**src/gpuPkg.sv**
```systemverilog
`default_nettype none

package gpuPkg;

	// ------------------------------------------------------------------
	// Sizes.
	// ------------------------------------------------------------------
	localparam int fifoDepthLog = 4;                 // Log2 of the command FIFO depth.
	localparam int fifoDepth    = 1 << fifoDepthLog;
	localparam int wordWidth    = 32;                // CPU bus and GP0/GP1 word.
	localparam int coordWidth   = 13;                // Signed screen coordinate after offset.
	localparam int colorWidth   = 9;                 // Colour component in 0..256.

	// GP0 command bytes. The triangle codes leave bits 1:0 free.
	localparam logic [7:0] cmdFlatTri    = 8'h20;
	localparam logic [7:0] cmdGouraudTri = 8'h30;
	localparam logic [7:0] cmdDrawMode   = 8'hE1;
	localparam logic [7:0] cmdDrawOffset = 8'hE5;

	// GP1 opcodes, taken from bits 29:24 of the word.
	localparam logic [5:0] gp1Reset         = 6'd0;
	localparam logic [5:0] gp1CmdReset      = 6'd1;
	localparam logic [5:0] gp1AckIrq        = 6'd2;
	localparam logic [5:0] gp1DisplayEnable = 6'd3;
	localparam logic [5:0] gp1DmaDir        = 6'd4;
	localparam logic [5:0] gp1DisplayArea   = 6'd5;
	localparam logic [5:0] gp1RangeX        = 6'd6;
	localparam logic [5:0] gp1RangeY        = 6'd7;
	localparam logic [5:0] gp1DisplayMode   = 6'd8;

	// ------------------------------------------------------------------
	// Status word bit positions (lowest bit of each field).
	// ------------------------------------------------------------------
	localparam int stTexPageX      = 0;   // 4 bits.
	localparam int stTexPageY      = 4;
	localparam int stTransparency  = 5;   // 2 bits.
	localparam int stTexFormat     = 7;   // 2 bits.
	localparam int stDither        = 9;
	localparam int stDrawToDisplay = 10;
	localparam int stTexDisable    = 15;
	localparam int stHoriz368      = 16;
	localparam int stHorizRes      = 17;  // 2 bits.
	localparam int stVertRes       = 19;
	localparam int stVideoMode     = 20;
	localparam int stRgb888        = 21;
	localparam int stInterlace     = 22;
	localparam int stDispDisabled  = 23;
	localparam int stCmdReady      = 26;
	localparam int stDmaDir        = 29;  // 2 bits.

	// E1 attributes. Field order follows the E1 word, so bits 11:0 map straight in.
	typedef struct packed {
		logic       textureDisable;  // Bit 11.
		logic       drawToDisplay;   // Bit 10.
		logic       dither;          // Bit 9.
		logic [1:0] texFormat;       // Bits 8:7.
		logic [1:0] transparency;    // Bits 6:5.
		logic       texPageY;        // Bit 4.
		logic [3:0] texPageX;        // Bits 3:0.
	} drawModeT;

	// GP1 display mode fields.
	typedef struct packed {
		logic       interlace;
		logic       rgb888;
		logic       videoMode;       // 0 NTSC, 1 PAL.
		logic       vertRes;
		logic [1:0] horizRes;
		logic       horiz368;
		logic       reverseFlag;
	} displayModeT;

	typedef struct packed {
		logic signed [coordWidth-1:0] x;
		logic signed [coordWidth-1:0] y;
		logic        [colorWidth-1:0] r;
		logic        [colorWidth-1:0] g;
		logic        [colorWidth-1:0] b;
	} vertexT;

	typedef struct packed {
		vertexT v0;
		vertexT v1;
		vertexT v2;
		logic   semiTransp;
	} triangleT;

endpackage

`default_nettype wire

```
**src/gpuCmdFifo.sv**
```systemverilog
`default_nettype none

module gpuCmdFifo (
	input  logic                         clk,
	input  logic                         rstGPU,
	input  logic                         flush,
	input  logic                         wrEn,
	input  logic [gpuPkg::wordWidth-1:0] wrData,
	input  logic                         rdEn,
	output logic [gpuPkg::wordWidth-1:0] rdData,
	output logic                         full,
	output logic                         empty
);
	import gpuPkg::*;

	logic [wordWidth-1:0]  mem [fifoDepth];
	logic [fifoDepthLog:0] wrPtr;   // Extra MSB tells full from empty.
	logic [fifoDepthLog:0] rdPtr;
	logic [fifoDepthLog:0] count;
	logic                  push;
	logic                  pop;

	assign count = wrPtr - rdPtr;
	assign full  = (count == (fifoDepthLog + 1)'(fifoDepth));
	assign empty = (wrPtr == rdPtr);
	assign push  = wrEn & ~full;    // A word sent to a full FIFO is lost.
	assign pop   = rdEn & ~empty;

	always_ff @(posedge clk) begin
		if (rstGPU || flush) begin
			wrPtr <= '0;
			rdPtr <= '0;
		end else begin
			if (push) wrPtr <= wrPtr + 1'b1;
			if (pop)  rdPtr <= rdPtr + 1'b1;
		end
	end

	// Storage and the registered read port.
	always_ff @(posedge clk) begin
		if (push) mem[wrPtr[fifoDepthLog-1:0]] <= wrData;
		if (pop)  rdData <= mem[rdPtr[fifoDepthLog-1:0]]; // Valid the cycle after rdEn.
	end

	// The parser must never pull from an empty FIFO.
	assert property (@(posedge clk) disable iff (rstGPU) rdEn |-> !empty)
		else $error("FIFO read while empty.");
	assert property (@(posedge clk) disable iff (rstGPU) count <= (fifoDepthLog + 1)'(fifoDepth))
		else $error("FIFO count past depth.");

endmodule

`default_nettype wire

```
**src/gpuControlRegs.sv**
```systemverilog
`default_nettype none

module gpuControlRegs (
	input  logic                         clk,
	input  logic                         rstGPU,
	input  logic                         gp1Write,
	input  logic [gpuPkg::wordWidth-1:0] gp1Data,
	input  gpuPkg::drawModeT             drawMode,
	input  logic                         cmdReady,
	output logic                         gpuReset,
	output logic                         cmdReset,
	output logic [gpuPkg::wordWidth-1:0] status
);
	import gpuPkg::*;

	logic [5:0]  opcode;
	logic        regReset;
	logic        displayDisabled;
	logic [1:0]  dmaDir;
	displayModeT displayMode;

	assign opcode   = gp1Data[29:24];
	assign gpuReset = gp1Write && (opcode == gp1Reset);    // Single-cycle strobe that acts as rstGPU.
	assign cmdReset = gp1Write && (opcode == gp1CmdReset); // Flushes FIFO and parser.
	assign regReset = rstGPU | gpuReset;

	// ------------------------------------------------------------------
	// GP1 register writes.
	// ------------------------------------------------------------------
	always_ff @(posedge clk) begin
		if (regReset) begin
			displayDisabled <= 1'b1;             // Display starts off.
			dmaDir          <= 2'd0;
			displayMode     <= '0;
		end else if (gp1Write) begin
			case (opcode)
				gp1AckIrq:        ;                // No IRQ logic here.
				gp1DisplayEnable: displayDisabled <= gp1Data[0];
				gp1DmaDir:        dmaDir <= gp1Data[1:0];
				gp1DisplayArea, gp1RangeX, gp1RangeY: ; // Video timing lives outside this core.
				gp1DisplayMode: begin
					displayMode.horizRes    <= gp1Data[1:0];
					displayMode.vertRes     <= gp1Data[2] & gp1Data[5]; // 480 lines needs interlace.
					displayMode.videoMode   <= gp1Data[3];
					displayMode.rgb888      <= gp1Data[4];
					displayMode.interlace   <= gp1Data[5];
					displayMode.horiz368    <= gp1Data[6];
					displayMode.reverseFlag <= gp1Data[7];
				end
				default: ;                         // Resets are decoded above.
			endcase
		end
	end

	// Status word at address 1. Unlisted bits read 0.
	always_comb begin
		status = '0;
		status[stTexPageX +: 4]     = drawMode.texPageX;
		status[stTexPageY]          = drawMode.texPageY;
		status[stTransparency +: 2] = drawMode.transparency;
		status[stTexFormat +: 2]    = drawMode.texFormat;
		status[stDither]            = drawMode.dither;
		status[stDrawToDisplay]     = drawMode.drawToDisplay;
		status[stTexDisable]        = drawMode.textureDisable;
		status[stHoriz368]          = displayMode.horiz368;
		status[stHorizRes +: 2]     = displayMode.horizRes;
		status[stVertRes]           = displayMode.vertRes;
		status[stVideoMode]         = displayMode.videoMode;
		status[stRgb888]            = displayMode.rgb888;
		status[stInterlace]         = displayMode.interlace;
		status[stDispDisabled]      = displayDisabled;
		status[stCmdReady]          = cmdReady;
		status[stDmaDir +: 2]       = dmaDir;
	end

endmodule

`default_nettype wire

```
**src/gp0Parser.sv**
```systemverilog
`default_nettype none

module gp0Parser (
	input  logic                         clk,
	input  logic                         rstGPU,
	input  logic                         cmdReset,
	input  logic                         fifoEmpty,
	input  logic [gpuPkg::wordWidth-1:0] fifoData,
	input  logic                         rasterBusy,
	output logic                         fifoRead,
	output gpuPkg::drawModeT             drawMode,
	output logic signed [10:0]           offsetX,
	output logic signed [10:0]           offsetY,
	output logic                         loadVertex,
	output logic                         loadColor,
	output logic                         flatColor,
	output logic [1:0]                   slot,
	output logic                         issue,
	output logic                         semiTransp,
	output logic                         cmdReady
);
	import gpuPkg::*;

	typedef enum logic [1:0] {IDLE, LOAD_COMMAND, COLOR_LOAD, VERTEX_LOAD} stateT;

	stateT      state;
	stateT      nextLogical;
	logic       needWord;    // Next state wants a FIFO word.
	logic       dataValid;   // fifoData holds a word read last cycle.
	logic [7:0] cmdReg;
	logic [7:0] command;
	logic [1:0] vertCnt;     // Vertices stored so far, 3 means ready to issue.
	logic       isFlat;
	logic       isGouraud;
	logic       newCommand;

	assign newCommand = (state == LOAD_COMMAND) && dataValid;
	assign command    = newCommand ? fifoData[31:24] : cmdReg;
	assign isFlat     = (command[7:2] == cmdFlatTri[7:2]);
	assign isGouraud  = (command[7:2] == cmdGouraudTri[7:2]);
	assign semiTransp = cmdReg[1];
	assign slot       = vertCnt;   // Colour and vertex both target the current slot.
	assign cmdReady   = (state == IDLE);
	assign fifoRead   = needWord & ~fifoEmpty & ~rasterBusy;

	// ------------------------------------------------------------------
	// Next state and strobes.
	// ------------------------------------------------------------------
	always_comb begin
		needWord    = 1'b0;
		nextLogical = IDLE;
		loadVertex  = 1'b0;
		loadColor   = 1'b0;
		flatColor   = 1'b0;
		issue       = 1'b0;
		case (state)
			IDLE: begin
				needWord    = 1'b1;
				nextLogical = LOAD_COMMAND;
			end
			LOAD_COMMAND: if (isFlat || isGouraud) begin
				loadColor   = dataValid;           // Command word carries the first colour.
				flatColor   = isFlat;
				needWord    = 1'b1;
				nextLogical = VERTEX_LOAD;
			end                                    // Attributes and no-ops end here.
			COLOR_LOAD: begin
				loadColor   = dataValid;
				needWord    = 1'b1;
				nextLogical = VERTEX_LOAD;
			end
			VERTEX_LOAD: if (vertCnt == 2'd3) begin
				issue = 1'b1;                      // All three slots are stored.
			end else if (dataValid && vertCnt == 2'd2) begin
				loadVertex  = 1'b1;
				nextLogical = VERTEX_LOAD;         // Stay one cycle to issue.
			end else begin
				loadVertex  = dataValid;
				needWord    = 1'b1;
				nextLogical = isGouraud ? COLOR_LOAD : VERTEX_LOAD;
			end
			default: ;
		endcase
	end

	always_ff @(posedge clk) begin
		if (rstGPU || cmdReset) begin
			state     <= IDLE;
			dataValid <= 1'b0;
			vertCnt   <= 2'd0;
		end else begin
			dataValid <= fifoRead;
			if (!needWord || fifoRead) state <= nextLogical; // Wait here for a word.
			if (state == IDLE)    vertCnt <= 2'd0;
			else if (loadVertex)  vertCnt <= vertCnt + 2'd1;
		end
	end

	// Attribute registers survive a command reset.
	always_ff @(posedge clk) begin
		if (rstGPU) begin
			drawMode               <= '0;
			drawMode.drawToDisplay <= 1'b1;
			offsetX                <= '0;
			offsetY                <= '0;
			cmdReg                 <= '0;
		end else if (newCommand) begin
			cmdReg <= fifoData[31:24];
			if (command == cmdDrawMode) drawMode <= fifoData[11:0];
			if (command == cmdDrawOffset) begin
				offsetX <= fifoData[10:0];
				offsetY <= fifoData[21:11];
			end
		end
	end

	// Issue follows the store of slot 2 by one cycle.
	assert property (@(posedge clk) disable iff (rstGPU || cmdReset)
		issue |-> state == VERTEX_LOAD && $past(loadVertex && slot == 2'd2))
		else $error("Issue without a third vertex.");

endmodule

`default_nettype wire

```
**src/vertexStore.sv**
```systemverilog
`default_nettype none

module vertexStore (
	input  logic                         clk,
	input  logic                         loadVertex,
	input  logic                         loadColor,
	input  logic                         flatColor,
	input  logic [1:0]                   slot,
	input  logic [gpuPkg::wordWidth-1:0] fifoData,
	input  logic signed [10:0]           offsetX,
	input  logic signed [10:0]           offsetY,
	input  logic                         issue,
	input  logic                         semiTransp,
	output gpuPkg::triangleT             triangle,
	output logic                         triIssue
);
	import gpuPkg::*;

	vertexT                       slotV [3];
	logic signed [coordWidth-1:0] xIn;
	logic signed [coordWidth-1:0] yIn;
	logic [colorWidth-1:0]        rIn;
	logic [colorWidth-1:0]        gIn;
	logic [colorWidth-1:0]        bIn;
	logic                         semiReg;

	// 0..255 to 0..256 by adding bit 7.
	function automatic logic [colorWidth-1:0] renorm(input logic [7:0] c);
		return {1'b0, c} + colorWidth'(c[7]);
	endfunction

	// Sign-extended 11-bit vertex fields plus the drawing offset.
	assign xIn = coordWidth'(signed'(fifoData[10:0])) + coordWidth'(offsetX);
	assign yIn = coordWidth'(signed'(fifoData[26:16])) + coordWidth'(offsetY);
	assign rIn = renorm(fifoData[7:0]);
	assign gIn = renorm(fifoData[15:8]);
	assign bIn = renorm(fifoData[23:16]);

	always_ff @(posedge clk) begin
		if (loadVertex) begin
			slotV[slot].x <= xIn;
			slotV[slot].y <= yIn;
		end
		for (int i = 0; i < 3; i++) begin
			if (loadColor && (flatColor || slot == i[1:0])) begin
				slotV[i].r <= rIn;   // Flat colour fills every slot.
				slotV[i].g <= gIn;
				slotV[i].b <= bIn;
			end
		end
		if (issue) semiReg <= semiTransp;
		triIssue <= issue;             // Sorter samples one cycle later.
	end

	assign triangle = '{v0: slotV[0], v1: slotV[1], v2: slotV[2], semiTransp: semiReg};

endmodule

`default_nettype wire

```
**src/triangleSorter.sv**
```systemverilog
`default_nettype none

module triangleSorter (
	input  logic             clk,
	input  logic             rstGPU,
	input  gpuPkg::triangleT triangle,
	input  logic             triIssue,
	output logic             primValid,
	output gpuPkg::triangleT prim
);
	import gpuPkg::*;

	vertexT     vtx [3];
	logic       before01;   // Vertex 0 goes ahead of vertex 1.
	logic       before02;
	logic       before12;
	logic [1:0] topId;
	logic [1:0] midId;
	logic [1:0] botId;

	assign vtx[0] = triangle.v0;
	assign vtx[1] = triangle.v1;
	assign vtx[2] = triangle.v2;

	// Ties go to the lower slot, so the order is stable.
	assign before01 = (vtx[0].y <= vtx[1].y);
	assign before02 = (vtx[0].y <= vtx[2].y);
	assign before12 = (vtx[1].y <= vtx[2].y);

	always_comb begin
		if (before01 && before02)       topId = 2'd0;
		else if (!before01 && before12) topId = 2'd1;
		else                            topId = 2'd2;
		if (before02 && before12)       botId = 2'd2;
		else if (before01 && !before12) botId = 2'd1;
		else                            botId = 2'd0;
		midId = 2'd3 - topId - botId;   // Slot ids sum to 3.
	end

	always_ff @(posedge clk) begin
		if (rstGPU) primValid <= 1'b0;
		else        primValid <= triIssue;
	end

	// Output register holds one triangle while the next one loads.
	always_ff @(posedge clk) begin
		if (triIssue) begin
			prim <= '{v0: vtx[topId], v1: vtx[midId], v2: vtx[botId],
				semiTransp: triangle.semiTransp};
		end
	end

	assert property (@(posedge clk) disable iff (rstGPU)
		primValid |-> prim.v0.y <= prim.v1.y && prim.v1.y <= prim.v2.y)
		else $error("Primitive not ordered by Y.");

endmodule

`default_nettype wire

```
**src/gpu.sv**
```systemverilog
`default_nettype none

module gpu (
	input  logic                         clk,
	input  logic                         rstGPU,
	input  logic                         cpuAddress,
	input  logic                         gpuSel,
	input  logic                         cpuWrite,
	input  logic [gpuPkg::wordWidth-1:0] cpuDataIn,
	output logic [gpuPkg::wordWidth-1:0] cpuDataOut,
	output logic                         ack,
	input  logic                         rasterBusy,
	output logic                         primValid,
	output gpuPkg::triangleT             prim
);
	import gpuPkg::*;

	logic                 writeFifo;
	logic                 gp1Write;
	logic                 resetAll;
	logic                 gpuReset;
	logic                 cmdReset;
	logic                 fifoFull;
	logic                 fifoEmpty;
	logic                 fifoRead;
	logic [wordWidth-1:0] fifoData;
	logic [wordWidth-1:0] status;
	logic                 cmdReady;
	drawModeT             drawMode;
	logic signed [10:0]   offsetX;
	logic signed [10:0]   offsetY;
	logic                 loadVertex;
	logic                 loadColor;
	logic                 flatColor;
	logic [1:0]           slot;
	logic                 issue;
	logic                 semiTransp;
	triangleT             triangle;
	logic                 triIssue;

	// ------------------------------------------------------------------
	// CPU port decode.
	// ------------------------------------------------------------------
	assign writeFifo  = gpuSel & cpuWrite & (cpuAddress == 1'b0); // GP0.
	assign gp1Write   = gpuSel & cpuWrite & (cpuAddress == 1'b1); // GP1.
	assign cpuDataOut = (gpuSel && cpuAddress == 1'b1) ? status : '0;
	assign ack        = ~fifoFull;
	assign resetAll   = rstGPU | gpuReset;   // GP1 reset acts like the pin.

	gpuCmdFifo fifo (
		.clk(clk), .rstGPU(resetAll), .flush(cmdReset),
		.wrEn(writeFifo), .wrData(cpuDataIn),
		.rdEn(fifoRead), .rdData(fifoData),
		.full(fifoFull), .empty(fifoEmpty)
	);

	gpuControlRegs ctrl (
		.clk(clk), .rstGPU(rstGPU), .gp1Write(gp1Write), .gp1Data(cpuDataIn),
		.drawMode(drawMode), .cmdReady(cmdReady),
		.gpuReset(gpuReset), .cmdReset(cmdReset), .status(status)
	);

	gp0Parser parser (
		.clk(clk), .rstGPU(resetAll), .cmdReset(cmdReset),
		.fifoEmpty(fifoEmpty), .fifoData(fifoData), .rasterBusy(rasterBusy),
		.fifoRead(fifoRead), .drawMode(drawMode),
		.offsetX(offsetX), .offsetY(offsetY),
		.loadVertex(loadVertex), .loadColor(loadColor), .flatColor(flatColor),
		.slot(slot), .issue(issue), .semiTransp(semiTransp), .cmdReady(cmdReady)
	);

	vertexStore store (
		.clk(clk), .loadVertex(loadVertex), .loadColor(loadColor),
		.flatColor(flatColor), .slot(slot), .fifoData(fifoData),
		.offsetX(offsetX), .offsetY(offsetY),
		.issue(issue), .semiTransp(semiTransp),
		.triangle(triangle), .triIssue(triIssue)
	);

	triangleSorter sorter (
		.clk(clk), .rstGPU(resetAll), .triangle(triangle), .triIssue(triIssue),
		.primValid(primValid), .prim(prim)
	);

endmodule

`default_nettype wire

```
**config.mk**
```make
export PLATFORM = sky130hd
export DESIGN_NAME = gpu
export DESIGN_NICKNAME = d
export VERILOG_FILES = /design/src/gpuPkg.sv /design/src/gpuCmdFifo.sv /design/src/gpuControlRegs.sv /design/src/gp0Parser.sv /design/src/vertexStore.sv /design/src/triangleSorter.sv /design/src/gpu.sv
export SDC_FILE = /design/constraint.sdc
export NUM_CORES = 1
export LEC_CHECK = 0
export BUFFER_PORTS_ARGS = -buffer_cell sky130_fd_sc_hd__clkbuf_2
export CAP_MARGIN = 20
export CORE_ASPECT_RATIO = 1.5
export CORE_MARGIN = 4
export CORE_UTILIZATION = 25
export CTS_CLUSTER_DIAMETER = 120
export DETAILED_ROUTE_END_ITERATION = 12
export SLEW_MARGIN = 20
export SYNTH_ARGS = -nofsm -noshare
export SYNTH_HDL_FRONTEND = slang
export SYNTH_SLANG_ARGS = --single-unit
```
**constraint.sdc**
```tcl
create_clock -name clk -period 6.3 [get_ports clk]
set_input_delay 0 -clock clk [delete_from_list [all_inputs] [get_ports clk]]
set_output_delay 0 -clock clk [all_outputs]
set_load 0.03 [all_outputs]
```
==> results of run 1 <==
-- final cells by class --
class	instances	share of cell area, %
diodes	4	0.0203
clock buffers	110	4.93
clock inverters	61	1.16
inverters	62	0.472
multi-input cells	1782	28.9
flip-flops and latches	920	54.7
well taps	2232	5.66
repair buffers	325	4.21
-- kinds of logic (layout without fill, tap and decap cells) --
group,count (synthesis),after routing,synth area share (%)
other cells,1,13,0.00890
mux,356,356,13.2
fa+ha+maj,86,86,2.59
xor+xnor,43,43,0.894
simple gates,673,673,7.20
buf+inv,279,558,2.84
compound gates,615,615,9.32
flops,920,920,63.9
-- critical path: cells and delay by family (launching register included) --
family	cells	cell delay (ns)
adders and majority gates	2	0.61
and+or+nand+nor	3	1.14
DFF	1	0.48
buffers and inverters	3	1.31
AOI/OAI and AO/OA	5	0.91
-- worst paths after layout --
check                               end                    startpoint  slack [ns]  depth (start not counted)
max           sorter.prim[89]$_DFFE_PP_  store.slotV[1][39]$_DFFE_PP_        1.57                         13
min          fifo.wrPtr[3]$_SDFFE_PP0P_                        gpuSel        0.22                          6
max reg2reg   sorter.prim[89]$_DFFE_PP_  store.slotV[1][39]$_DFFE_PP_        1.57                         13
min reg2reg    sorter.prim[0]$_DFFE_PP_       store.semiReg$_DFFE_PP_        0.42                          0
-- power groups by stage --
stage	Combinational, mW	Clock, mW	Sequential (mW)
after CTS	0.537	5.61	6.72
after global routing	0.573	5.88	6.71
after floorplan	0.336	0	6.83
final	0.521	5.48	6.72
after detailed placement	0.513	0	6.85
after global placement	0.507	0	6.84
-- registers in the layout (all words and copies together) (netlist names), 5 cells and up --
signal and flops:
parser.offsetX 11, fifo.rdData 32, sorter.prim 154, parser.offsetY 11, parser.cmdReg 7, store.slotV 153, fifo.mem 512, fifo.rdPtr 5
ctrl.status 7, fifo.wrPtr 5, parser.drawMode 12
-- placed cells by master (no fill, tap or decap), types with 4 or more instances in the layout --
cell	n
sky130_fd_sc_hd__bufinv_16	6
sky130_fd_sc_hd__nand2b_1	62
sky130_fd_sc_hd__nor4_1	5
sky130_fd_sc_hd__a21oi_1	351
sky130_fd_sc_hd__a21o_1	61
sky130_fd_sc_hd__a221o_1	51
sky130_fd_sc_hd__o21ai_0	12
sky130_fd_sc_hd__xnor2_1	24
sky130_fd_sc_hd__dfxtp_1	64
sky130_fd_sc_hd__conb_1	9
sky130_fd_sc_hd__clkbuf_16	94
sky130_fd_sc_hd__nand3_1	79
sky130_fd_sc_hd__buf_4	59
sky130_fd_sc_hd__xor2_1	19
sky130_fd_sc_hd__nor3_1	12
sky130_fd_sc_hd__clkbuf_2	222
sky130_fd_sc_hd__inv_1	58
sky130_fd_sc_hd__edfxtp_1	852
sky130_fd_sc_hd__ha_1	82
sky130_fd_sc_hd__nor2_1	162
sky130_fd_sc_hd__and3_1	30
sky130_fd_sc_hd__o211ai_1	53
sky130_fd_sc_hd__nor2_4	12
sky130_fd_sc_hd__nand4_1	8
sky130_fd_sc_hd__diode_2	4
sky130_fd_sc_hd__mux4_2	160
sky130_fd_sc_hd__nand2_1	254
sky130_fd_sc_hd__nor3_2	7
sky130_fd_sc_hd__and2_1	7
sky130_fd_sc_hd__clkinv_1	19
sky130_fd_sc_hd__or3_1	4
sky130_fd_sc_hd__clkbuf_1	14
sky130_fd_sc_hd__nor2b_1	10
sky130_fd_sc_hd__inv_6	4
sky130_fd_sc_hd__clkinv_4	4
sky130_fd_sc_hd__buf_12	8
sky130_fd_sc_hd__dlygate4sd3_1	36
sky130_fd_sc_hd__clkinv_2	23
sky130_fd_sc_hd__o2bb2ai_1	51
sky130_fd_sc_hd__mux2i_1	195
-- metrics by stage --
step / hold slack (ns) / area, um2 / setup WS [ns]
after floorplan: 0.0989 / 42200 / 0.612
after global placement: 0.393 / 45900 / 1.75
after detailed placement: 0.406 / 45900 / 1.68
after CTS: 0.154 / 49300 / 1.64
after global routing: 0.274 / 49300 / 1.35
final: 0.220 / 49300 / 1.57
-- per-layer routing --
metal | track usage [%] | routed length [um] | vias to the layer above
met3 | 2.10 | 8410 | 190
met1 | 17.5 | 48900 | 13422
met5 | 0 | 85 | -
met4 | 3.87 | 2990 | 14
met2 | 22.9 | 60000 | 1132
li1 | - | - | 11857
-- timing repair --
action | in CTS | in global routing
endpoints found under the hold margin | 550 | 0
setup endpoints to repair | 0 | 0
hold buffers | 36 | 0
==> qor_table.md, run 1 <==
| Quantity | Value |
|---|---|
| Switching Fraction | 21.9% |
| Skew-Pair Late Insertion Delay | 0.71 ns |
| Routed length per instance | 21.9 um |
| Core region area | 168,000 um2 |
| Root Driver | sky130_fd_sc_hd__clkbuf_16 |
| I/O pin total | 232 |
| DPL Wire Length | 74,900 um |
| Unrepaired setup endpoints after global routing | false |
| Clock Skews | 0.0392 ns |
| Tightest slew margin relative to the limit | 22.2% |
| Starting density of the core | 25.1% |
| Timing-limited maximum frequency | 0.212 GHz |
| Part of the power in registers | 52.8% |
| Number of detailed-routing iterations run before antenna repair | 5 |
| Inst Count DP | 5,285 |
| Core Util, Final | 29.4% |
| First-pass GRT wire length | 177,000 um |
| Outcome | completed |
| Final min period | 4.73 ns |
| Most numerous cell types in the synthesized netlist | sky130_fd_sc_hd__edfxtp_1 (852), sky130_fd_sc_hd__a21oi_1 (351), sky130_fd_sc_hd__nand2_1 (255) |
| Library cell contributing the largest single delay on the critical path | sky130_fd_sc_hd__buf_4 |
| Accumulated negative setup slack | 0 ns |
| Post-synthesis area per instance | 14.2 um2 |
| Part of the power in combinational logic | 4.1% |
| Internal power consumption | 9.94 mW |
| Top-area cell type share of the netlist area | 60.7% |
| Dominant cell by count in the synthesized netlist | sky130_fd_sc_hd__edfxtp_1 |
| Number of buffers added by the clock tree synthesis step | 94 |
| Area contributors post-synth | sky130_fd_sc_hd__edfxtp_1 (61%), sky130_fd_sc_hd__mux4_2 (8.5%), sky130_fd_sc_hd__mux2i_1 (4.6%) |
| Vias in the first global route | 26,054 |
| Wire length reported by the detailed router | 120,000 um |
| Sequential share of the synthesized area | 63.9% |
| Final Max Slew Viols | 0 |
| CP required | 6.83 ns |
| Gp weighted congestion | 0.852 |
| Final global-route overflow total | 0 |
| IO Port Bufs | 222 |
| Layout Nets | 3,309 |
| Path type of the worst setup path | reg2reg |
| Period Utilization, post-route | 75.0% |
| CTS resizes | 0 |
| Final instance count without filler cells | 5,496 |
| Die height | 511 um |
| Register area | 27,000 um2 |
| Proportion of layout cells with a drive suffix above 1 | 19.6% |
| Width of the die | 343 um |
| Cell type contributing the most total cell area after synthesis | sky130_fd_sc_hd__edfxtp_1 |
| Commonest register cell after synthesis | sky130_fd_sc_hd__edfxtp_1 |
| Maximum clock insertion buffer count | 3 |
| Final hold vios | 0 |
| Crit start category | flop |
| Largest net degree at the start of global routing | 103 |
| Setup violators final | 0 |
| Count of vias placed by the detailed router | 26,615 |
| Post-synth EDFFs | 852 |
| Total routing resource utilization after global routing | 13.4% |
| Area growth from synthesis to final layout | 17.0% |
| Multi-input logic area | 14,300 um2 |
| Seq cells post-synth | 920 |
| Sequence of cells on the critical path | ha_1, nand3_1, or3_1, a21o_1, o211ai_1, buf_4, ha_4, buf_4, and3_2, buf_12, a21oi_1, a221o_1, a21oi_1 |
| First-iteration detailed-routing DRC count | 2,739 |
| Maximum ir drop on the vdd rail | 0.194 mV |
| Worst slew pin tran | 1.17 ns |
| Data arrival time of the critical path | 5.25 ns |
| CTS sink cnt | 920 |
| Worst min path class | in2reg |
| Fill cell count | 16,784 |
| Row cnt | 184 |
| Max-capacitance violation count | 0 |
| Worst stage delay on the critical path | 0.64 ns |
| Synthesized cell area | 42,100 um2 |
| Distinct cell type count after synthesis | 66 |
| CTS H-tree lvls | 3 |
| Routed Antenna Nets | 0 |
| Number of vias per cell | 4.84 |
| Antenna violations before repair | 17 |
| Leakage dissipation | 16.7 nW |
| Cell area power density | 258 nW/um2 |
| Proportion of register bits with asynchronous set or reset after synthesis | 0% |
| Psw | 2.78 mW |
| Total power | 12.7 mW |
| DRC Markers | 0 |
| Die Outline Area | 175,000 um2 |
| Crit Path Max Fanout | 61 |
| Clock tree from TritonCTS | done |
| Cell count after synthesis | 2,973 |
| Reg clk slew, reported paths | 0.06 ns |
| Total of warnings raised by yosys | 0 |
| Clock power share | 43.1% |
| Element type at the critical path end | flop |
| Setup bufs post-CTS | 0 |
(Power assumes the default switching activity.)
==> inputs of run 2 (changes only) <==
==> constraint.sdc (replaced) <==
create_clock -name clk -period 3.9 [get_ports clk]
set_input_delay 0 -clock clk [delete_from_list [all_inputs] [get_ports clk]]
set_output_delay 0 -clock clk [all_outputs]
set_load 0.03 [all_outputs]
==> run 2 against run 1 <==
Against the previous run: utilization increased by 0.77 points; wire length decreased by 0.81%; global-route usage decreased by 0.11 points; sequential share of layout area decreased by 1.4 points; first-iteration DRC count decreased by 23%; fmax increased by 24%; setup slack got worse by 1.5 ns; non-clock buffer count increased by 83; hold slack improved by 0.021 ns; clock skew decreased by 0.0068 ns; clock power increased by 68%; largest power group unchanged; highest routed layer unchanged.
==> qor_table.md, run 2 (synthesis gave the netlist of run 1 again) <==
| Quantity | Value | Change |
|---|---|---|
| Outcome | completed |  |
| Worst hold endpoint | fifo.wrPtr[3]$_SDFFE_PP0P_ |  |
| Internal reg-to-reg setup slack | 0.09 ns | -1.48 ns |
| IO Port Bufs | 222 | unchanged |
| Hold path start | cpuAddress |  |
| Die height | 511 um | unchanged |
| Worst hold slack | 0.240 ns | +0.0207 ns |
| Final hold vios | 0 | unchanged |
| Unrepaired setup endpoints after global routing | true |  |
| CTS sink cnt | 920 | unchanged |
| Worst min path class | in2reg |  |
| Period Utilization, post-route | 97.7% | +23 points |
| Row cnt | 184 | unchanged |
| Final global-route overflow total | 0 | unchanged |
| Path type of the worst setup path | reg2reg |  |
| Most common library cell in the layout ignoring fill and taps | sky130_fd_sc_hd__edfxtp_1 |  |
| Timing-limited maximum frequency | 0.262 GHz | +24% |
| DPL Wire Length | 76,600 um | +2.3% |
| Total power | 20.9 mW | +64% |
| CTS H-tree lvls | 3 | unchanged |
| Width of the die | 343 um | unchanged |
| Element type at the critical path end | flop |  |
| DRC Markers | 0 | unchanged |
| Reg clk slew, reported paths | 0.07 ns | about the same |
| CP required | 4.38 ns | -2.45 ns |
| Antenna violations before repair | 15 | -2 |
| Max FFs per register | 512 | unchanged |
| Max-capacitance violation count | 0 | unchanged |
| Skew-Pair Late Insertion Delay | 0.72 ns | about the same |
| Maximum clock insertion buffer count | 3 | unchanged |
| Critical R2R Capture | sorter.prim[113]$_DFFE_PP_ |  |
| Routed Antenna Nets | 0 | unchanged |
| Count of vias placed by the detailed router | 26,796 | +0.68% |
| Crit Path Max Fanout | 40 | -34% |
| Vias in the first global route | 26,400 | +1.3% |
| First-pass GRT wire length | 176,000 um | -0.39% |
| Die Outline Area | 175,000 um2 | unchanged |
| Number of detailed-routing iterations run before antenna repair | 6 | +1 |
| Number of buffers added by the clock tree synthesis step | 95 | +1.1% |
| Inst Count DP | 5,361 | +1.4% |
| I/O pin total | 232 | unchanged |
| Proportion of layout cells with a drive suffix above 1 | 22.0% | +2.4 points |
| Crit start category | flop |  |
| Register-to-Register Path Depth | 12 | -1 |
| Wire length reported by the detailed router | 119,000 um | -0.81% |
| Leading cell types in the layout, fill and taps excluded | sky130_fd_sc_hd__edfxtp_1 (852), sky130_fd_sc_hd__a21oi_1 (344), sky130_fd_sc_hd__nand2_1 (253) |  |
| Setup WS post-layout | 0.0880 ns | -1.48 ns |
| Number of vias per cell | 4.79 | -1.0% |
| Data arrival time of the critical path | 4.29 ns | -0.96 ns |
| Final min period | 3.81 ns | -0.915 ns |
| Core Util, Final | 30.2% | +0.77 points |
| Routed length per instance | 21.4 um | -2.5% |
| Final instance count without filler cells | 5,590 | +1.7% |
| Layout Nets | 3,393 | +2.5% |
| Final Max Slew Viols | 0 | unchanged |
| Gp weighted congestion | 0.843 | -1.0% |
| Leakage dissipation | 17.3 nW | +3.3% |
| Place WS | 0.0620 ns | -1.62 ns |
| Maximum ir drop on the vdd rail | 0.336 mV | +73% |
| Startpoint of the worst register-to-register path | store.slotV[1][39]$_DFFE_PP_ |  |
| Total routing resource utilization after global routing | 13.3% | -0.11 points |
| First-iteration detailed-routing DRC count | 2,109 | -23% |
| Starting density of the core | 25.1% | unchanged |
| Largest net degree at the start of global routing | 131 | +27% |
| Worst slew pin tran | 0.957 ns | -0.210 ns |
| Clock tree from TritonCTS | done |  |
| Area growth from synthesis to final layout | 20.1% |  |
| Setup violators final | 0 | unchanged |
| Cell area power density | 412 nW/um2 | +60% |
| Hold path depth | 5 | -1 |
| Root Driver | sky130_fd_sc_hd__clkbuf_16 |  |
| Setup crit start | store.slotV[1][39]$_DFFE_PP_ |  |
| Clock Skews | 0.0324 ns | -0.00679 ns |
| Core region area | 168,000 um2 | unchanged |
| Tightest slew margin relative to the limit | 36.2% | +14 points |
run 2: per-layer routing:
layer / share of wire [%] / global-route usage (%) / vias to the layer above / wire length [um]
met2: 51 / 23.7 / 1063 / 61400
met3: 6.9 / 2.26 / 191 / 8220
li1: - / - / 12032 / -
met4: 2.4 / 3.81 / 12 / 2810
met1: 39 / 16.4 / 13498 / 46900
met5: 0.063 / 0 / - / 75
run 2: worst max-delay path by stage:
stage / to / slack (ns) / cells past startpoint
4_1_cts: sorter.prim[88]$_DFFE_PP_ / 0.03 / 14
2_1_floorplan: sorter.prim[75]$_DFFE_PP_ / -0.06 / 18
5_1_grt: sorter.prim[55]$_DFFE_PP_ / -0.04 / 18
3_5_place_dp: sorter.prim[88]$_DFFE_PP_ / 0.06 / 14
6_report: sorter.prim[113]$_DFFE_PP_ / 0.09 / 12
3_3_place_gp: sorter.prim[60]$_DFFE_PP_ / 0.10 / 14
run 2: worst max-delay path, stage by stage, from the launching register on:
cell	delay, ns
sky130_fd_sc_hd__edfxtp_1	0.42
sky130_fd_sc_hd__inv_1	0.06
sky130_fd_sc_hd__ha_1	0.35
sky130_fd_sc_hd__nand3_1	0.19
sky130_fd_sc_hd__nor3_1	0.27
sky130_fd_sc_hd__nor2_2	0.12
sky130_fd_sc_hd__o21ba_2	0.22
sky130_fd_sc_hd__nand2_2	0.10
sky130_fd_sc_hd__buf_4	0.41
sky130_fd_sc_hd__mux2i_4	0.33
sky130_fd_sc_hd__buf_12	0.35
sky130_fd_sc_hd__buf_4	0.35
sky130_fd_sc_hd__mux2i_1	0.37
run 2: what timing repair did:
action                     CTS  global route
setup buffers                0             7
setup endpoints to repair    0            48
resized for setup            0            12
hold endpoints to repair   547             0
hold buffers                36             0
run 2: power breakdown:
part	internal [mW]	switching, mW	total, mW
combinational	0.364	0.484	0.849
clock	5.18	4.01	9.18
sequential	10.8	0.0535	10.8
run 2: layout make-up:
cell class / instances / area [um2]
flip-flops and latches: 920 / 27000
multi-input cells: 1782 / 14300
well taps: 2232 / 2790
clock inverters: 61 / 688
inverters: 62 / 233
repair buffers: 408 / 3110
diodes: 10 / 25.0
clock buffers: 115 / 2460
fillers: 16718 / 117000
run 2: stage by stage:
| step | TNS [ns] | instance area, um2 |
|---|---|---|
| 2_1_floorplan | -1.20 | 42300 |
| 3_3_place_gp | 0 | 47000 |
| 3_5_place_dp | 0 | 47000 |
| 4_1_cts | 0 | 50500 |
| 5_1_grt | -0.147 | 50600 |
| 6_report | 0 | 50600 |
==> inputs of run 3 (changes only) <==
--- a/config.mk
+++ b/config.mk
@@ -12,6 +12,8 @@
 export CORE_UTILIZATION = 25
 export CTS_CLUSTER_DIAMETER = 120
 export DETAILED_ROUTE_END_ITERATION = 12
+export PLACE_DENSITY_LB_ADDON = 0.2
+export SKIP_CTS_REPAIR_TIMING = 1
 export SLEW_MARGIN = 20
 export SYNTH_ARGS = -nofsm -noshare
 export SYNTH_HDL_FRONTEND = slang
==> run 3 against run 2 <==
Against the previous run: final area up 0.72%; clock power increased by 2.3%; highest routed layer unchanged; total power grew 1.1%; hold slack lost 0.090 ns; non-clock buffer count increased by 42; utilization grew 0.22 points; count of clock-buffer cells in the layout rose by 5; largest power group unchanged; sequential power about the same.
==> qor_table.md, run 3 (synthesis gave the netlist of run 1 again) <==
| Quantity | Value | Change |
|---|---|---|
| IO Port Bufs | 222 | unchanged |
| Count of vias placed by the detailed router | 26,389 | -1.5% |
| Leading cell types in the layout, fill and taps excluded | sky130_fd_sc_hd__edfxtp_1 (852), sky130_fd_sc_hd__a21oi_1 (349), sky130_fd_sc_hd__nand2_1 (253) |  |
| First-iteration detailed-routing DRC count | 1,707 | -19% |
| Crit Path Max Fanout | 50 | +25% |
| Starting density of the core | 25.1% | unchanged |
| Leakage dissipation | 17.5 nW | +1.4% |
| Die height | 511 um | unchanged |
| Period Utilization, post-route | 94.8% | -3.0 points |
| Timing-limited maximum frequency | 0.271 GHz | +3.1% |
| CTS sink cnt | 920 | unchanged |
| Inst Count DP | 5,407 | +0.86% |
| Maximum ir drop on the vdd rail | 0.364 mV | +8.3% |
| Most common library cell in the layout ignoring fill and taps | sky130_fd_sc_hd__edfxtp_1 |  |
| First-pass GRT wire length | 190,000 um | +7.8% |
| Total routing resource utilization after global routing | 14.8% | +1.5 points |
| Final design area excluding fillers | 51,000 um2 | +0.72% |
| CP required | 4.35 ns | -0.03 ns |
| DRC Markers | 0 | unchanged |
| Final hold vios | 0 | unchanged |
| Maximum clock insertion buffer count | 3 | unchanged |
| Worst hold endpoint | fifo.wrPtr[3]$_SDFFE_PP0P_ |  |
| Hold path depth | 6 | +1 |
| Path type of the worst setup path | reg2reg |  |
| Layout Nets | 3,437 | +1.3% |
| Critical R2R Capture | sorter.prim[61]$_DFFE_PP_ |  |
| Root Driver | sky130_fd_sc_hd__clkbuf_16 |  |
| Worst slew pin tran | 1.03 ns | +0.0701 ns |
| Gp weighted congestion | 0.803 | -4.7% |
| Antenna violations before repair | 14 | -1 |
| Place WS | -0.102 ns | -0.164 ns |
| Accumulated negative setup slack | 0 ns | unchanged |
| CTS H-tree lvls | 3 | unchanged |
| Setup violators final | 0 | unchanged |
| Final global-route overflow total | 0 | unchanged |
| Internal reg-to-reg setup slack | 0.20 ns | +0.12 ns |
| Crit start category | flop |  |
| Routed length per instance | 23.5 um | +10% |
| Number of vias per cell | 4.69 | -2.2% |
| Number of buffers added by the clock tree synthesis step | 97 | +2.1% |
| Final instance count without filler cells | 5,629 | +0.70% |
| Largest net degree at the start of global routing | 131 | unchanged |
| Outcome | completed |  |
| Proportion of layout cells with a drive suffix above 1 | 22.7% | +0.72 points |
| Setup WS post-layout | 0.204 ns | +0.116 ns |
| Clock tree from TritonCTS | done |  |
| Final min period | 3.70 ns | -0.116 ns |
| Routed Antenna Nets | 0 | unchanged |
| Core Util, Final | 30.4% | +0.22 points |
| Setup crit start | store.slotV[2][28]$_DFFE_PP_ |  |
| Element type at the critical path end | flop |  |
| DPL Wire Length | 83,300 um | +8.7% |
| Reg clk slew, reported paths | 0.06 ns | about the same |
| Die Outline Area | 175,000 um2 | unchanged |
| Unrepaired setup endpoints after global routing | false |  |
| Core region area | 168,000 um2 | unchanged |
| Startpoint of the worst register-to-register path | store.slotV[2][28]$_DFFE_PP_ |  |
| Number of detailed-routing iterations run before antenna repair | 5 | -1 |
| Wire length reported by the detailed router | 132,000 um | +11% |
| Tightest slew margin relative to the limit | 31.5% | -4.6 points |
| Area growth from synthesis to final layout | 21.0% |  |
| Width of the die | 343 um | unchanged |
| Register-to-Register Path Depth | 18 | +6 |
| Row cnt | 184 | unchanged |
| Skew-Pair Late Insertion Delay | 0.72 ns | about the same |
| Worst hold slack | 0.150 ns | -0.0902 ns |
| Hold path start | gpuSel |  |
| Total power | 21.1 mW | +1.1% |
| Worst min path class | in2reg |  |
| Final Max Slew Viols | 0 | unchanged |
| I/O pin total | 232 | unchanged |
| Data arrival time of the critical path | 4.15 ns | -0.14 ns |
| Max-capacitance violation count | 0 | unchanged |
| Vias in the first global route | 26,822 | +1.6% |
| Max FFs per register | 512 | unchanged |
| Cell area after placement | 47,400 um2 | +0.83% |
| Clock Skews | 0.0423 ns | +0.00989 ns |
| Cell area power density | 414 nW/um2 | +0.37% |
[run 3: cell types whose count changed in the layout (fill, tap and decap cells not counted), sizes merged]
cell      delta
buf         +42
inv          -2
bufinv       +1
diode        -4
clkinv       -4
clkbuf       +5
clkinvlp     +1
[run 3: layout make-up]
type / count / area [um2]
flip-flops and latches: 920 / 27000
diodes: 6 / 15.0
inverters: 62 / 233
repair buffers: 450 / 3470
well taps: 2232 / 2790
fillers: 16853 / 117000
multi-input cells: 1782 / 14300
clock buffers: 120 / 2560
clock inverters: 57 / 633
[run 3: critical path, stage by stage, from the launching register on]
cell and delay [ns]:
sky130_fd_sc_hd__edfxtp_1 0.47, sky130_fd_sc_hd__inv_1 0.10, sky130_fd_sc_hd__ha_1 0.36, sky130_fd_sc_hd__nor2b_1 0.15
sky130_fd_sc_hd__o21ai_1 0.24, sky130_fd_sc_hd__a21boi_0 0.15, sky130_fd_sc_hd__o211ai_1 0.18, sky130_fd_sc_hd__buf_4 0.18
sky130_fd_sc_hd__inv_1 0.05, sky130_fd_sc_hd__ha_2 0.22, sky130_fd_sc_hd__and2_4 0.22, sky130_fd_sc_hd__buf_12 0.19
sky130_fd_sc_hd__nand2_1 0.10, sky130_fd_sc_hd__a21oi_1 0.06, sky130_fd_sc_hd__a21oi_1 0.24, sky130_fd_sc_hd__buf_4 0.16
sky130_fd_sc_hd__nand3_1 0.07, sky130_fd_sc_hd__a21oi_1 0.19, sky130_fd_sc_hd__a21oi_1 0.06
[run 3: power by group]
group | internal, mW | leakage [nW] | switching, mW
sequential | 10.8 | 8.40 | 0.0615
clock | 5.36 | 1.54 | 4.02
combinational | 0.368 | 7.56 | 0.495
[run 3: how the worst max path moves through the flow]
stage,end,slack [ns]
3_3_place_gp,sorter.prim[91]$_DFFE_PP_,-0.12
4_1_cts,sorter.prim[91]$_DFFE_PP_,-0.14
6_report,sorter.prim[61]$_DFFE_PP_,0.20
3_5_place_dp,sorter.prim[91]$_DFFE_PP_,-0.10
5_1_grt,sorter.prim[76]$_DFFE_PP_,0.01
2_1_floorplan,sorter.prim[75]$_DFFE_PP_,-0.06
[run 3: layer usage]
metal	vias to the layer above	track usage, %	wire, um
met5	-	0	40
li1	12103	-	-
met2	733	26.7	68800
met4	6	4.65	3450
met3	177	2.17	6450
met1	13370	18.0	53500
